==> config.mk <==
export PLATFORM = sky130hd
export DESIGN_NAME = fir_top
export DESIGN_NICKNAME = d
export VERILOG_FILES = /design/src/logic/fir_pkg.sv /design/src/logic/fir_sequencer.sv /design/src/logic/fir_top.sv /design/src/logic/mac_unit.sv /design/src/logic/sample_ram.sv /design/src/logic/tap_counter.sv
export SDC_FILE = /design/constraint.sdc
export NUM_CORES = 2
export LEC_CHECK = 0
export BUFFER_PORTS_ARGS = -buffer_cell sky130_fd_sc_hd__buf_2
export CAP_MARGIN = 30
export CORE_UTILIZATION = 25
export CTS_CLUSTER_SIZE = 28
export DETAILED_ROUTE_END_ITERATION = 16
export GPL_TIMING_DRIVEN = 0
export SETUP_SLACK_MARGIN = 0.4
export SLEW_MARGIN = 0
export SYNTH_ARGS = -nofsm -noshare
export SYNTH_HDL_FRONTEND = slang
export SYNTH_SLANG_ARGS = --single-unit
==> constraint.sdc <==
create_clock -name alu_clk -period 8.15 [get_ports alu_clk]
set_input_delay 0.4075 -clock alu_clk [delete_from_list [all_inputs] [get_ports alu_clk]]
set_output_delay 0.4075 -clock alu_clk [all_outputs]
set_load 0.005 [all_outputs]
==> src/logic/fir_pkg.sv <==
/*
 * Shared word widths, signed word types and sequencer states
 * for the single-MAC FIR filter
 */
package fir_pkg;

	// Word widths
	parameter int DATA_W = 16;	// Input sample and dout
	parameter int COEF_W = 17;	// One coefficient
	parameter int ACC_W  = 40;	// Full product plus 7 guard bits, up to 128 taps

	// Input sample or scaled output
	typedef logic signed [DATA_W-1:0] sample_t;

	// One tap coefficient
	typedef logic signed [COEF_W-1:0] coef_t;

	// Raw accumulated sum
	typedef logic signed [ACC_W-1:0] acc_t;

	// Sequencer states
	typedef enum logic [2:0] {
		CLEAR = 3'd0,	// Zero the sample history after reset
		IDLE  = 3'd1,	// Ready, takes a sample or a coefficient
		WRITE = 3'd2,	// Latched sample goes into the data RAM
		MAC   = 3'd3,	// One tap issued per cycle
		WAIT  = 3'd4	// Pipeline drains until the valid pulse
	} seq_state_t;

endpackage

==> src/logic/fir_sequencer.sv <==
/*
 * FIR state machine with sample latch and circular write pointer
 * Drives RAM addresses, write enables and MAC issue flags
 */
`timescale 1ns/10ps
module fir_sequencer import fir_pkg::*; #(
	parameter int NUM_TAPS = 64
) (
	input  logic                        alu_clk,
	input  logic                        clk_fast,	// Async reset, active low
	input  logic                        valid_in,	// Sample offered
	input  logic                        cload,		// Coefficient write request
	input  sample_t                     din,
	input  logic [$clog2(NUM_TAPS)-1:0] tap_idx,	// From tap_counter
	input  logic                        tap_last,	// From tap_counter
	input  logic                        mac_valid,	// Result pulse, ends WAIT
	input  logic [$clog2(NUM_TAPS)-1:0] caddr,
	output logic                        cnt_start,
	output logic                        ready,
	output logic [$clog2(NUM_TAPS)-1:0] data_addr,
	output logic                        data_we,
	output sample_t                     data_wdata,
	output logic [$clog2(NUM_TAPS)-1:0] coef_addr,
	output logic                        coef_we,
	output logic                        tap_issue,	// Address pair valid this cycle
	output logic                        tap_first,
	output logic                        tap_last_out
);

	localparam int AW = $clog2(NUM_TAPS);

	seq_state_t state;
	logic [AW-1:0] wr_ptr;	// Location of the newest sample
	sample_t din_r;		// Accepted sample
	logic accept;

	// Handshakes, cload wins over valid_in
	assign ready   = (state == IDLE);
	assign accept  = ready && valid_in && !cload;
	assign coef_we = ready && cload;

	// State register and write pointer
	always_ff @(posedge alu_clk or negedge clk_fast) begin
		if (!clk_fast) begin
			state  <= CLEAR;
			wr_ptr <= '0;
		end else begin
			case (state)
				CLEAR: if (tap_last) state <= IDLE;	// Every location zeroed
				IDLE:  if (accept) state <= WRITE;
				WRITE: begin
					state  <= MAC;
					wr_ptr <= wr_ptr + 1'b1;	// Once per sample
				end
				MAC:   if (tap_last) state <= WAIT;
				WAIT:  if (mac_valid) state <= IDLE;
				default: state <= IDLE;
			endcase
		end
	end

	// Sample latch
	always_ff @(posedge alu_clk) begin
		if (accept)
			din_r <= din;
	end

	// Counter restarts for the MAC phase
	assign cnt_start = (state == WRITE);

	// Data RAM port
	always_comb begin
		case (state)
			CLEAR:   data_addr = tap_idx;		// Sweep all locations
			WRITE:   data_addr = wr_ptr + 1'b1;	// Next slot in the ring
			MAC:     data_addr = wr_ptr - tap_idx;	// Tap k is k samples back, wraps
			default: data_addr = wr_ptr;
		endcase
	end
	assign data_we    = (state == CLEAR) || (state == WRITE);
	assign data_wdata = (state == CLEAR) ? '0 : din_r;

	// Coefficient RAM address, external while idle
	assign coef_addr = (state == MAC) ? tap_idx : caddr;

	// Issue flags, same cycle as the RAM addresses
	assign tap_issue    = (state == MAC);
	assign tap_first    = tap_issue && (tap_idx == '0);
	assign tap_last_out = tap_issue && tap_last;

endmodule

==> src/logic/fir_top.sv <==
/*
 * FIR filter top level with sequencer, counter, data and coefficient RAMs
 * and MAC datapath
 */
`timescale 1ns/10ps
module fir_top import fir_pkg::*; #(
	parameter int NUM_TAPS  = 64,	// Power of two
	parameter int OUT_SHIFT = 15	// Accumulator to dout scaling
) (
	input  logic                        alu_clk,
	input  logic                        clk_fast,	// Async reset, active low
	input  sample_t                     din,
	input  logic                        valid_in,
	input  coef_t                       cin,
	input  logic [$clog2(NUM_TAPS)-1:0] caddr,
	input  logic                        cload,
	output logic                        ready,
	output sample_t                     dout,
	output acc_t                        dout_raw,
	output logic                        valid
);

	localparam int AW = $clog2(NUM_TAPS);

	logic cnt_start;
	logic [AW-1:0] tap_idx;
	logic tap_last;
	logic [AW-1:0] data_addr;
	logic data_we;
	sample_t data_wdata;
	sample_t data_rdata;
	logic [AW-1:0] coef_addr;
	logic coef_we;
	coef_t coef_rdata;
	logic tap_issue;
	logic tap_first;
	logic tap_last_mac;	// Last flag gated by MAC state

	fir_sequencer #(.NUM_TAPS(NUM_TAPS)) seq_i (
		.alu_clk     (alu_clk),
		.clk_fast    (clk_fast),
		.valid_in    (valid_in),
		.cload       (cload),
		.din         (din),
		.tap_idx     (tap_idx),
		.tap_last    (tap_last),
		.mac_valid   (valid),
		.caddr       (caddr),
		.cnt_start   (cnt_start),
		.ready       (ready),
		.data_addr   (data_addr),
		.data_we     (data_we),
		.data_wdata  (data_wdata),
		.coef_addr   (coef_addr),
		.coef_we     (coef_we),
		.tap_issue   (tap_issue),
		.tap_first   (tap_first),
		.tap_last_out(tap_last_mac)
	);

	tap_counter #(.NUM_TAPS(NUM_TAPS)) cnt_i (
		.alu_clk (alu_clk),
		.clk_fast(clk_fast),
		.start   (cnt_start),
		.tap_idx (tap_idx),
		.last    (tap_last)
	);

	// Circular sample history
	sample_ram #(.word_t(sample_t), .NUM_TAPS(NUM_TAPS)) data_ram_i (
		.alu_clk(alu_clk),
		.addr   (data_addr),
		.we     (data_we),
		.wdata  (data_wdata),
		.rdata  (data_rdata)
	);

	// Coefficients, written straight from cin
	sample_ram #(.word_t(coef_t), .NUM_TAPS(NUM_TAPS)) coef_ram_i (
		.alu_clk(alu_clk),
		.addr   (coef_addr),
		.we     (coef_we),
		.wdata  (cin),
		.rdata  (coef_rdata)
	);

	mac_unit #(.OUT_SHIFT(OUT_SHIFT)) mac_i (
		.alu_clk  (alu_clk),
		.clk_fast (clk_fast),
		.sample   (data_rdata),
		.coef     (coef_rdata),
		.tap_issue(tap_issue),
		.tap_first(tap_first),
		.tap_last (tap_last_mac),
		.dout     (dout),
		.dout_raw (dout_raw),
		.valid    (valid)
	);

endmodule

==> src/logic/mac_unit.sv <==
/*
 * Pipelined multiply-accumulate with output scaling and saturation
 * Issue to accumulator in 3 cycles, output register and valid pulse
 */
`timescale 1ns/10ps
module mac_unit import fir_pkg::*; #(
	parameter int OUT_SHIFT = 15
) (
	input  logic    alu_clk,
	input  logic    clk_fast,	// Async reset, active low
	input  sample_t sample,		// Data RAM read word
	input  coef_t   coef,		// Coefficient RAM read word
	input  logic    tap_issue,
	input  logic    tap_first,
	input  logic    tap_last,
	output sample_t dout,		// Scaled and saturated
	output acc_t    dout_raw,	// Full sum
	output logic    valid		// One pulse per sample
);

	localparam acc_t SAT_HI = acc_t'({1'b0, {(DATA_W-1){1'b1}}});
	localparam acc_t SAT_LO = -SAT_HI - acc_t'(1);

	logic [1:0] issue_d;	// Bit 0 aligned with RAM data, bit 1 with product
	logic [1:0] first_d;
	logic [2:0] last_d;	// Bit 2 aligned with the finished sum
	logic signed [DATA_W+COEF_W-1:0] prod_r;
	acc_t acc;
	acc_t shifted;
	sample_t sat;

	// Flag pipeline
	always_ff @(posedge alu_clk or negedge clk_fast) begin
		if (!clk_fast) begin
			issue_d <= '0;
			first_d <= '0;
			last_d  <= '0;
			valid   <= 1'b0;
		end else begin
			issue_d <= {issue_d[0], tap_issue};
			first_d <= {first_d[0], tap_first};
			last_d  <= {last_d[1:0], tap_last};
			valid   <= last_d[2];
		end
	end

	// Product register, RAM words arrive one cycle after issue
	always_ff @(posedge alu_clk) begin
		if (issue_d[0])
			prod_r <= sample * coef;
	end

	// Accumulator, first product replaces the old sum
	always_ff @(posedge alu_clk) begin
		if (issue_d[1])
			acc <= first_d[1] ? acc_t'(prod_r) : acc + acc_t'(prod_r);
	end

	// Scale down and clamp to the sample range
	always_comb begin
		shifted = acc >>> OUT_SHIFT;
		if (shifted > SAT_HI)
			sat = sample_t'(SAT_HI);
		else if (shifted < SAT_LO)
			sat = sample_t'(SAT_LO);
		else
			sat = sample_t'(shifted);
	end

	// Output register, held until the next result
	always_ff @(posedge alu_clk) begin
		if (last_d[2]) begin
			dout_raw <= acc;
			dout     <= sat;
		end
	end

endmodule

==> src/logic/sample_ram.sv <==
/*
 * Single-port synchronous RAM with registered read
 * Word type set per instance, one word per tap
 */
`timescale 1ns/10ps
module sample_ram #(
	parameter type word_t   = logic [15:0],
	parameter int  NUM_TAPS = 64
) (
	input  logic                        alu_clk,
	input  logic [$clog2(NUM_TAPS)-1:0] addr,
	input  logic                        we,
	input  word_t                       wdata,
	output word_t                       rdata		// Valid one cycle after addr
);

	// Storage array
	word_t mem [NUM_TAPS];

	// Write port
	always_ff @(posedge alu_clk) begin
		if (we)
			mem[addr] <= wdata;
	end

	// Registered read, old data on a same-address write
	always_ff @(posedge alu_clk) begin
		rdata <= mem[addr];
	end

endmodule

==> src/logic/tap_counter.sv <==
/*
 * Phase counter for the FIR sequencer
 * Gives the tap index and a last-tap flag for clear and MAC phases
 */
`timescale 1ns/10ps
module tap_counter #(
	parameter int NUM_TAPS = 64
) (
	input  logic                        alu_clk,
	input  logic                        clk_fast,	// Async reset, active low
	input  logic                        start,		// Restart from tap 0
	output logic [$clog2(NUM_TAPS)-1:0] tap_idx,
	output logic                        last		// Final count cycle of a phase
);

	localparam int AW = $clog2(NUM_TAPS);
	localparam logic [AW-1:0] LAST_IDX = AW'(NUM_TAPS - 1);

	logic running;	// Phase in progress

	// Counter comes out of reset already running, which times the clear phase
	always_ff @(posedge alu_clk or negedge clk_fast) begin
		if (!clk_fast) begin
			tap_idx <= '0;
			running <= 1'b1;
		end else if (start) begin
			tap_idx <= '0;
			running <= 1'b1;
		end else if (running) begin
			if (tap_idx == LAST_IDX)
				running <= 1'b0;	// Hold on the last index
			else
				tap_idx <= tap_idx + 1'b1;
		end
	end

	assign last = running && (tap_idx == LAST_IDX);

endmodule

---- Word level (Yosys, flattened, before mapping) ----
Memory sizes are Yosys's and may differ from the RTL's. A register that Yosys moved wholly into a read port is not among the register bits.
Index checks and enable logic that the tools add are counted.
storage, ports and cells
  flip-flop bits (word level) ............. 169
  bits in latches ......................... 0
  memory bits (writable) .................. 2112
  ROM bits ................................ 0
  input bits .............................. 43
  logic and storage cells ................. 65
  memories kept ........................... 2
operators by class
  add/sub/neg operators ................... 4
  $mul .................................... 1
  divide/modulo/power cells ............... 0
  $lt $le $gt $ge ......................... 2
  eq/ne operators ......................... 10
  shift-type cells ........................ 0
  multiplexer cells ....................... 20
  bitwise logic cells ..................... 0
  reduce and logical (&&, ||, !) cells .... 13
memories
  memory          depth  width  read ports  clocked after memory_dff  wr ports  RTL line          source
  coef_ram_i.mem  64     17     1           1                         1         sample_ram.sv:18  word_t mem [NUM_TAPS];
  data_ram_i.mem  64     16     1           1                         1         sample_ram.sv:18
operators by type and width
  operator                                                                        count
  40-bit by 33-bit adder with 40-bit output                                       1
  40-bit two-way mux                                                              1
  16-bit by 17-bit multiplier with 33-bit output                                  1
  16-bit two-way mux                                                              2
  25-bit by 16-bit > comparator with 1-bit output, second input constant          1
  25-bit by 16-bit less-than comparator with 1-bit output, second input constant  1
  6-bit two-way mux                                                               4
  6-bit one-hot mux with 3 select lines                                           1
  3-bit one-hot mux with 5 select lines                                           1
  6-bit by 1-bit adder with 6-bit output, second input constant                   2
  3-bit two-way mux                                                               4
  1-bit two-way mux                                                               7
  3-bit by 2-bit == test with 1-bit output, second input constant                 2
  6-bit == test, second input constant                                            1
  1-bit logical AND                                                               6
  6-bit logical NOT                                                               1
  2-bit by 1-bit != test with 1-bit output, second input constant                 3
  6-bit subtractor                                                                1
  2-bit != test, second input constant                                            2
  4-bit AND reduction                                                             1
  3-bit by 1-bit == test with 1-bit output, second input constant                 1
  3-bit == test, second input constant                                            1
  3-bit logical NOT                                                               1
  2-bit AND reduction                                                             1
  3 further kinds                                                                 3

---- Depth between registers and ports, before layout ----
  depth in word-level cells ............... 5
  mapped depth ............................ 25

---- Cells and area by module ----
A second synthesis with hierarchy kept.
second synthesis, totals
  cell total of the unflattened synthesis .. 6604
  area, all modules ....................... 101280.9 sq um
by module, submodules not included
  module                    instances  cells an instance  area an instance (sq um)
  sample_ram at coef_ram_i  1          2385               42345.6
  sample_ram at data_ram_i  1          2264               39480.4
  mac_unit                  1          1746               17441.7
  fir_sequencer             1          168                1607.8
  tap_counter               1          41                 405.4

---- Least setup slack after synthesis ----
OpenSTA, ideal clock, no wires.
  path kind ............................... flip-flop to flip-flop
  start ................................... register data_ram_i.rdata[7] in the netlist's numbering, read port of data_ram_i.mem
  end ..................................... register mac_i.prod_r[31] (data pin)
  arrival time ............................ 6.041 ns
  data required time ...................... 7.884 ns
  setup slack ............................. 1.843 ns
  stages on the path, launching flop included .. 24
  buffers on the path ..................... 2
  period minus slack after synthesis ...... 6.307 ns
  cells stage by stage .................... dfxtp_1 -> clkbuf_1 -> clkbuf_1 -> nand2_1 -> fa_1 -> inv_1 -> fa_1 -> inv_1 -> fa_1 -> inv_1 -> fa_1 -> fa_1 -> inv_1 -> fa_1 -> inv_1 -> ha_1 -> a21o_1 -> a221o_1 -> a31o_2 -> a31oi_1 -> a21oi_1 -> a21o_1 -> o41ai_1 -> xnor2_1
on the way
  cells in the longest elaborated chain, start to end .. 1
RTL lines
  element                                         RTL line          source
  start: declaration                              sample_ram.sv:14  output word_t rdata
  16-bit by 17-bit multiplier with 33-bit output  mac_unit.sv:50    prod_r <= sample * coef;
  end signal: assignment                          mac_unit.sv:50
  end: declaration                                mac_unit.sv:27    logic signed [DATA_W+COEF_W-1:0] prod_r;
No other way between the ends.
A chain may end at the register's enable or synchronous reset.

---- Worst setup path after layout ----
  start ................................... register data_ram_i.rdata[2] in the netlist's numbering, read port of data_ram_i.mem
  end ..................................... register mac_i.prod_r[31] (data pin)
The elaborated chain is that of the path after synthesis.

==> flow_results.xml <==
<?xml version="1.0" encoding="UTF-8"?>
<metrics>
  <group name="outcome">
    <metric name="result_of_the_run" unit="">finished clean</metric>
  </group>
  <group name="floorplanning">
    <metric name="core" unit="um^2">384000</metric>
    <metric name="die_h" unit="um">624</metric>
    <metric name="initial_cell_density_of_the_core" unit="%">25.2</metric>
    <metric name="std_cell_rows" unit="">227</metric>
    <metric name="number_of_ports_placed_on_the_die_boundary" unit="">101</metric>
    <metric name="floorplan.die_area" unit="um^2">389000</metric>
    <metric name="die_width" unit="um">624</metric>
  </group>
  <group name="clocking">
    <metric name="clk_root_buffer_cell" unit="">clkbuf_16</metric>
    <metric name="tritoncts" unit="">built</metric>
    <metric name="ctsResizeCount" unit="">0</metric>
    <metric name="post_cts_setup_bufs" unit="">0</metric>
    <metric name="clk_transition_reported_paths" unit="ps">60</metric>
    <metric name="worstSkewPairLatency" unit="ps">950</metric>
    <metric name="clock_path_buffers" unit="">4</metric>
    <metric name="clock_sink_count" unit="">2314</metric>
    <metric name="clock_tree.htree_level_count" unit="">4</metric>
    <metric name="numCtsBuffers" unit="">238</metric>
  </group>
  <group name="global_routing">
    <metric name="global_route_wire_length_before_repair" unit="mm">478</metric>
    <metric name="first_global_vias" unit="">60400</metric>
    <metric name="gr-usage-all-layers" unit="%">17.4</metric>
    <metric name="grt_overflow" unit="">0</metric>
    <metric name="grt_max_degree" unit="">65</metric>
    <metric name="grt_antenna_before_repair" unit="">29</metric>
  </group>
  <group name="routing">
    <metric name="drt_first_pass_iters" unit="">8</metric>
    <metric name="drt_iter0_markers" unit="">9435</metric>
    <metric name="postRouteWirelength" unit="mm">351</metric>
    <metric name="num_vias" unit="">62600</metric>
    <metric name="avgViaCountPerCell" unit="">5.14</metric>
    <metric name="drc_errors" unit="">0</metric>
    <metric name="drt-wirelength-per-cell" unit="um">28.9</metric>
    <metric name="postRouteAntennaNets" unit="">0</metric>
  </group>
  <group name="worst_setup_path">
    <metric name="critical_path_peak_fanout" unit="">10</metric>
    <metric name="critPathCaptureType" unit="">flop</metric>
    <metric name="arrival" unit="ps">7960</metric>
    <metric name="timing.critical_path.from_type" unit="">flop</metric>
    <metric name="criticalPathCategory" unit="">reg -&gt; reg</metric>
    <metric name="cp.required" unit="ps">8790</metric>
    <metric name="worst_r2r_path_depth" unit="">21</metric>
  </group>
  <group name="synthesis">
    <metric name="synthesis.instances" unit="">6198</metric>
    <metric name="yosys_most_used_dff" unit="">edfxtp_1</metric>
    <metric name="netlist_top_cells_area" unit="">edfxtp_1 (70%), a22oi_1 (7.0%), fa_1 (5.8%)</metric>
    <metric name="syn-cell-area" unit="um^2">96700</metric>
    <metric name="yosysTopAreaCellShare" unit="%">70.1</metric>
    <metric name="synth.yosys.seq_area_share" unit="%">71.4</metric>
    <metric name="synth.distinct_cells" unit="">85</metric>
    <metric name="synth_top_area_cell" unit="">edfxtp_1</metric>
    <metric name="synth.avg_cell_area" unit="um^2">15.6</metric>
    <metric name="synth-async-reset-ratio" unit="%">1.04</metric>
    <metric name="synth_fp_nets" unit="">6650</metric>
    <metric name="synth_warnings" unit="">0</metric>
    <metric name="synth-edff-count" unit="">2257</metric>
    <metric name="ys_ff_latch" unit="">2314</metric>
  </group>
  <group name="place">
    <metric name="gp_routability_congestion" unit="">0.966</metric>
    <metric name="io_buffers" unit="">100</metric>
    <metric name="detailed_place.area" unit="um^2">108000</metric>
    <metric name="post-dp-hpwl" unit="mm">244</metric>
  </group>
  <group name="final_layout">
    <metric name="most_common_library_cell_in_the_layout_ignoring_fill_and_taps" unit="">edfxtp_1</metric>
    <metric name="post-route-util" unit="%">30.2</metric>
    <metric name="final_design_area_no_fill" unit="um^2">116000</metric>
    <metric name="drive_gt1_share" unit="%">14.1</metric>
    <metric name="nets" unit="">7250</metric>
    <metric name="most-common-layout-cells" unit="">edfxtp_1 (2257), a22oi_1 (903), nand2_1 (477), inv_1 (333), fa_1 (278)</metric>
    <metric name="area_overhead_vs_synth" unit="%">20.0</metric>
  </group>
  <group name="timing">
    <metric name="timing.max_slew.rel_slack" unit="%">19.8</metric>
    <metric name="hold_viol" unit="">0</metric>
    <metric name="rsz0062_at_grt" unit="">false</metric>
    <metric name="final_min_period_over_clock_period" unit="%">89.9</metric>
    <metric name="setup_tns_final" unit="ps">0</metric>
    <metric name="finalSetupViolations" unit="">0</metric>
    <metric name="final_max_slew_viol_count" unit="">0</metric>
    <metric name="timing.final.crit_period" unit="ps">7320</metric>
    <metric name="worst_pin_slew" unit="ps">1200</metric>
    <metric name="final.setup_skew" unit="ps">110</metric>
    <metric name="achievable-frequency" unit="MHz">137</metric>
  </group>
  <group name="min_path">
    <metric name="holdCritPathClass" unit="">in -&gt; reg</metric>
    <metric name="hold_path_depth" unit="">1</metric>
  </group>
  <group name="power_and_ir_drop">
    <metric name="comb_power_share" unit="%">0.6</metric>
    <metric name="power_frac_clock" unit="%">44.9</metric>
    <metric name="internal_power_of_the_cells" unit="mW">19.0</metric>
    <metric name="p_switching" unit="mW">4.76</metric>
    <metric name="p_sw_share" unit="%">20.0</metric>
    <metric name="max_ir_drop_vdd" unit="V">0.000201</metric>
    <metric name="p_leak" unit="nW">38.7</metric>
    <metric name="seq_power_share" unit="%">54.5</metric>
    <metric name="power.density_cell_area" unit="nW/um^2">205</metric>
  </group>
  <group name="run">
    <metric name="cap_viol_max_count" unit="">0</metric>
  </group>
</metrics>
-- final cells by class --
class	count	area, um^2
Fill cell	37600	268000
Sequential cell	2314	69000
Multi-Input combinational cell	3218	25500
Tap cell	5152	6450
Clock buffer	298	6310
Timing Repair Buffer	360	4760
Buffer	333	1490
Inverter	333	1250
Clock inverter	137	1150
Antenna cell	15	37.5
-- worst max-delay path, cell delays in order, from the launching register on --
cell and delay [ps]:
dfxtp_1 600, clkbuf_1 500, nand2_1 230, fa_1 510
inv_1 240, fa_1 520, fa_1 540, fa_1 530
fa_1 500, inv_1 50, fa_1 470, inv_1 40
ha_1 320, a21o_1 190, a21oi_1 130, o21ai_0 190
a31o_2 260, a31oi_1 360, a21oi_1 230, a21o_1 230
o41ai_1 300, xnor2_1 110
-- power groups by stage --
stage               clock network, mW  registers [mW]  logic (mW)
finish                           10.7            12.9       0.150
global route                     11.1            12.9       0.155
CTS                              10.7            12.9       0.144
detailed placement                  0            13.2       0.133
global placement                    0            13.2       0.108
floorplan                           0            13.2     0.00134
-- cells by family after synthesis --
family	count (synthesis)	synth area share, %
flops	2314	71.4
compound gates	1555	11.6
simple gates	1138	5.58
buf+inv	666	2.83
fa+ha+maj	409	7.45
xor+xnor	79	0.716
mux	37	0.422
-- Yosys cell counts, types with 60 or more instances --
library cell	number
buf_1	67
buf_2	132
xnor2_1	60
and2_1	135
nand4_1	141
nand2_1	477
clkbuf_1	120
fa_1	278
inv_1	333
o21ai_0	181
nor2_1	207
a21oi_1	115
a22o_1	66
ha_1	131
a22oi_1	903
edfxtp_1	2257
-- metal layers --
metal	track usage, %	share of wire (%)
met5	0	0.027
met4	8.60	5.9
met1	22.3	37
met2	26.8	44
met3	4.90	13
-- sequential cells by signal, indices dropped and copies added, names as in the netlist, 16 cells and up --
name / count
coef_ram_i.rdata: 17
mac_i.prod_r: 33
mac_i.acc: 40
seq_i.din_r: 16
mac_i.dout_raw: 40
mac_i.dout: 16
coef_ram_i.mem: 1088
data_ram_i.rdata: 16
data_ram_i.mem: 1024
-- stage by stage --
step / power [mW] / setup WS (ps) / hold WS [ps] / instances
finish: 23.8 / 826 / 62.5 / 12200
floorplan: 13.2 / 1840 / 112 / 6198
detailed placement: 13.3 / 774 / 338 / 11700
global placement: 13.3 / 772 / 333 / 11500
CTS: 23.8 / 874 / 5.38 / 12100
global route: 24.2 / 542 / 59.6 / 12100
-- worst paths after layout --
check,to,slack [ps],start
setup / recovery,mac_i.prod_r[31]$_DFFE_PP_,830,data_ram_i.rdata[2]$_DFF_P_
hold reg to reg,mac_i.last_d[1]$_DFF_PN0_,350,mac_i.last_d[0]$_DFF_PN0_
hold / removal,coef_ram_i.mem[41][11]$_DFFE_PP_,60,cin[11]
min in group asynchronous,mac_i.last_d[0]$_DFF_PN0_,150,clk_fast
setup reg to reg,mac_i.prod_r[31]$_DFFE_PP_,830,data_ram_i.rdata[2]$_DFF_P_
max in group asynchronous,seq_i.wr_ptr[1]$_DFFE_PN0N_,7480,clk_fast
-- repair_timing --
action                     4_1_cts  5_1_grt
hold buffers                    26        2
hold endpoints to repair       152       10
setup endpoints to repair        0        0
Power figures use the tool's default switching activity.
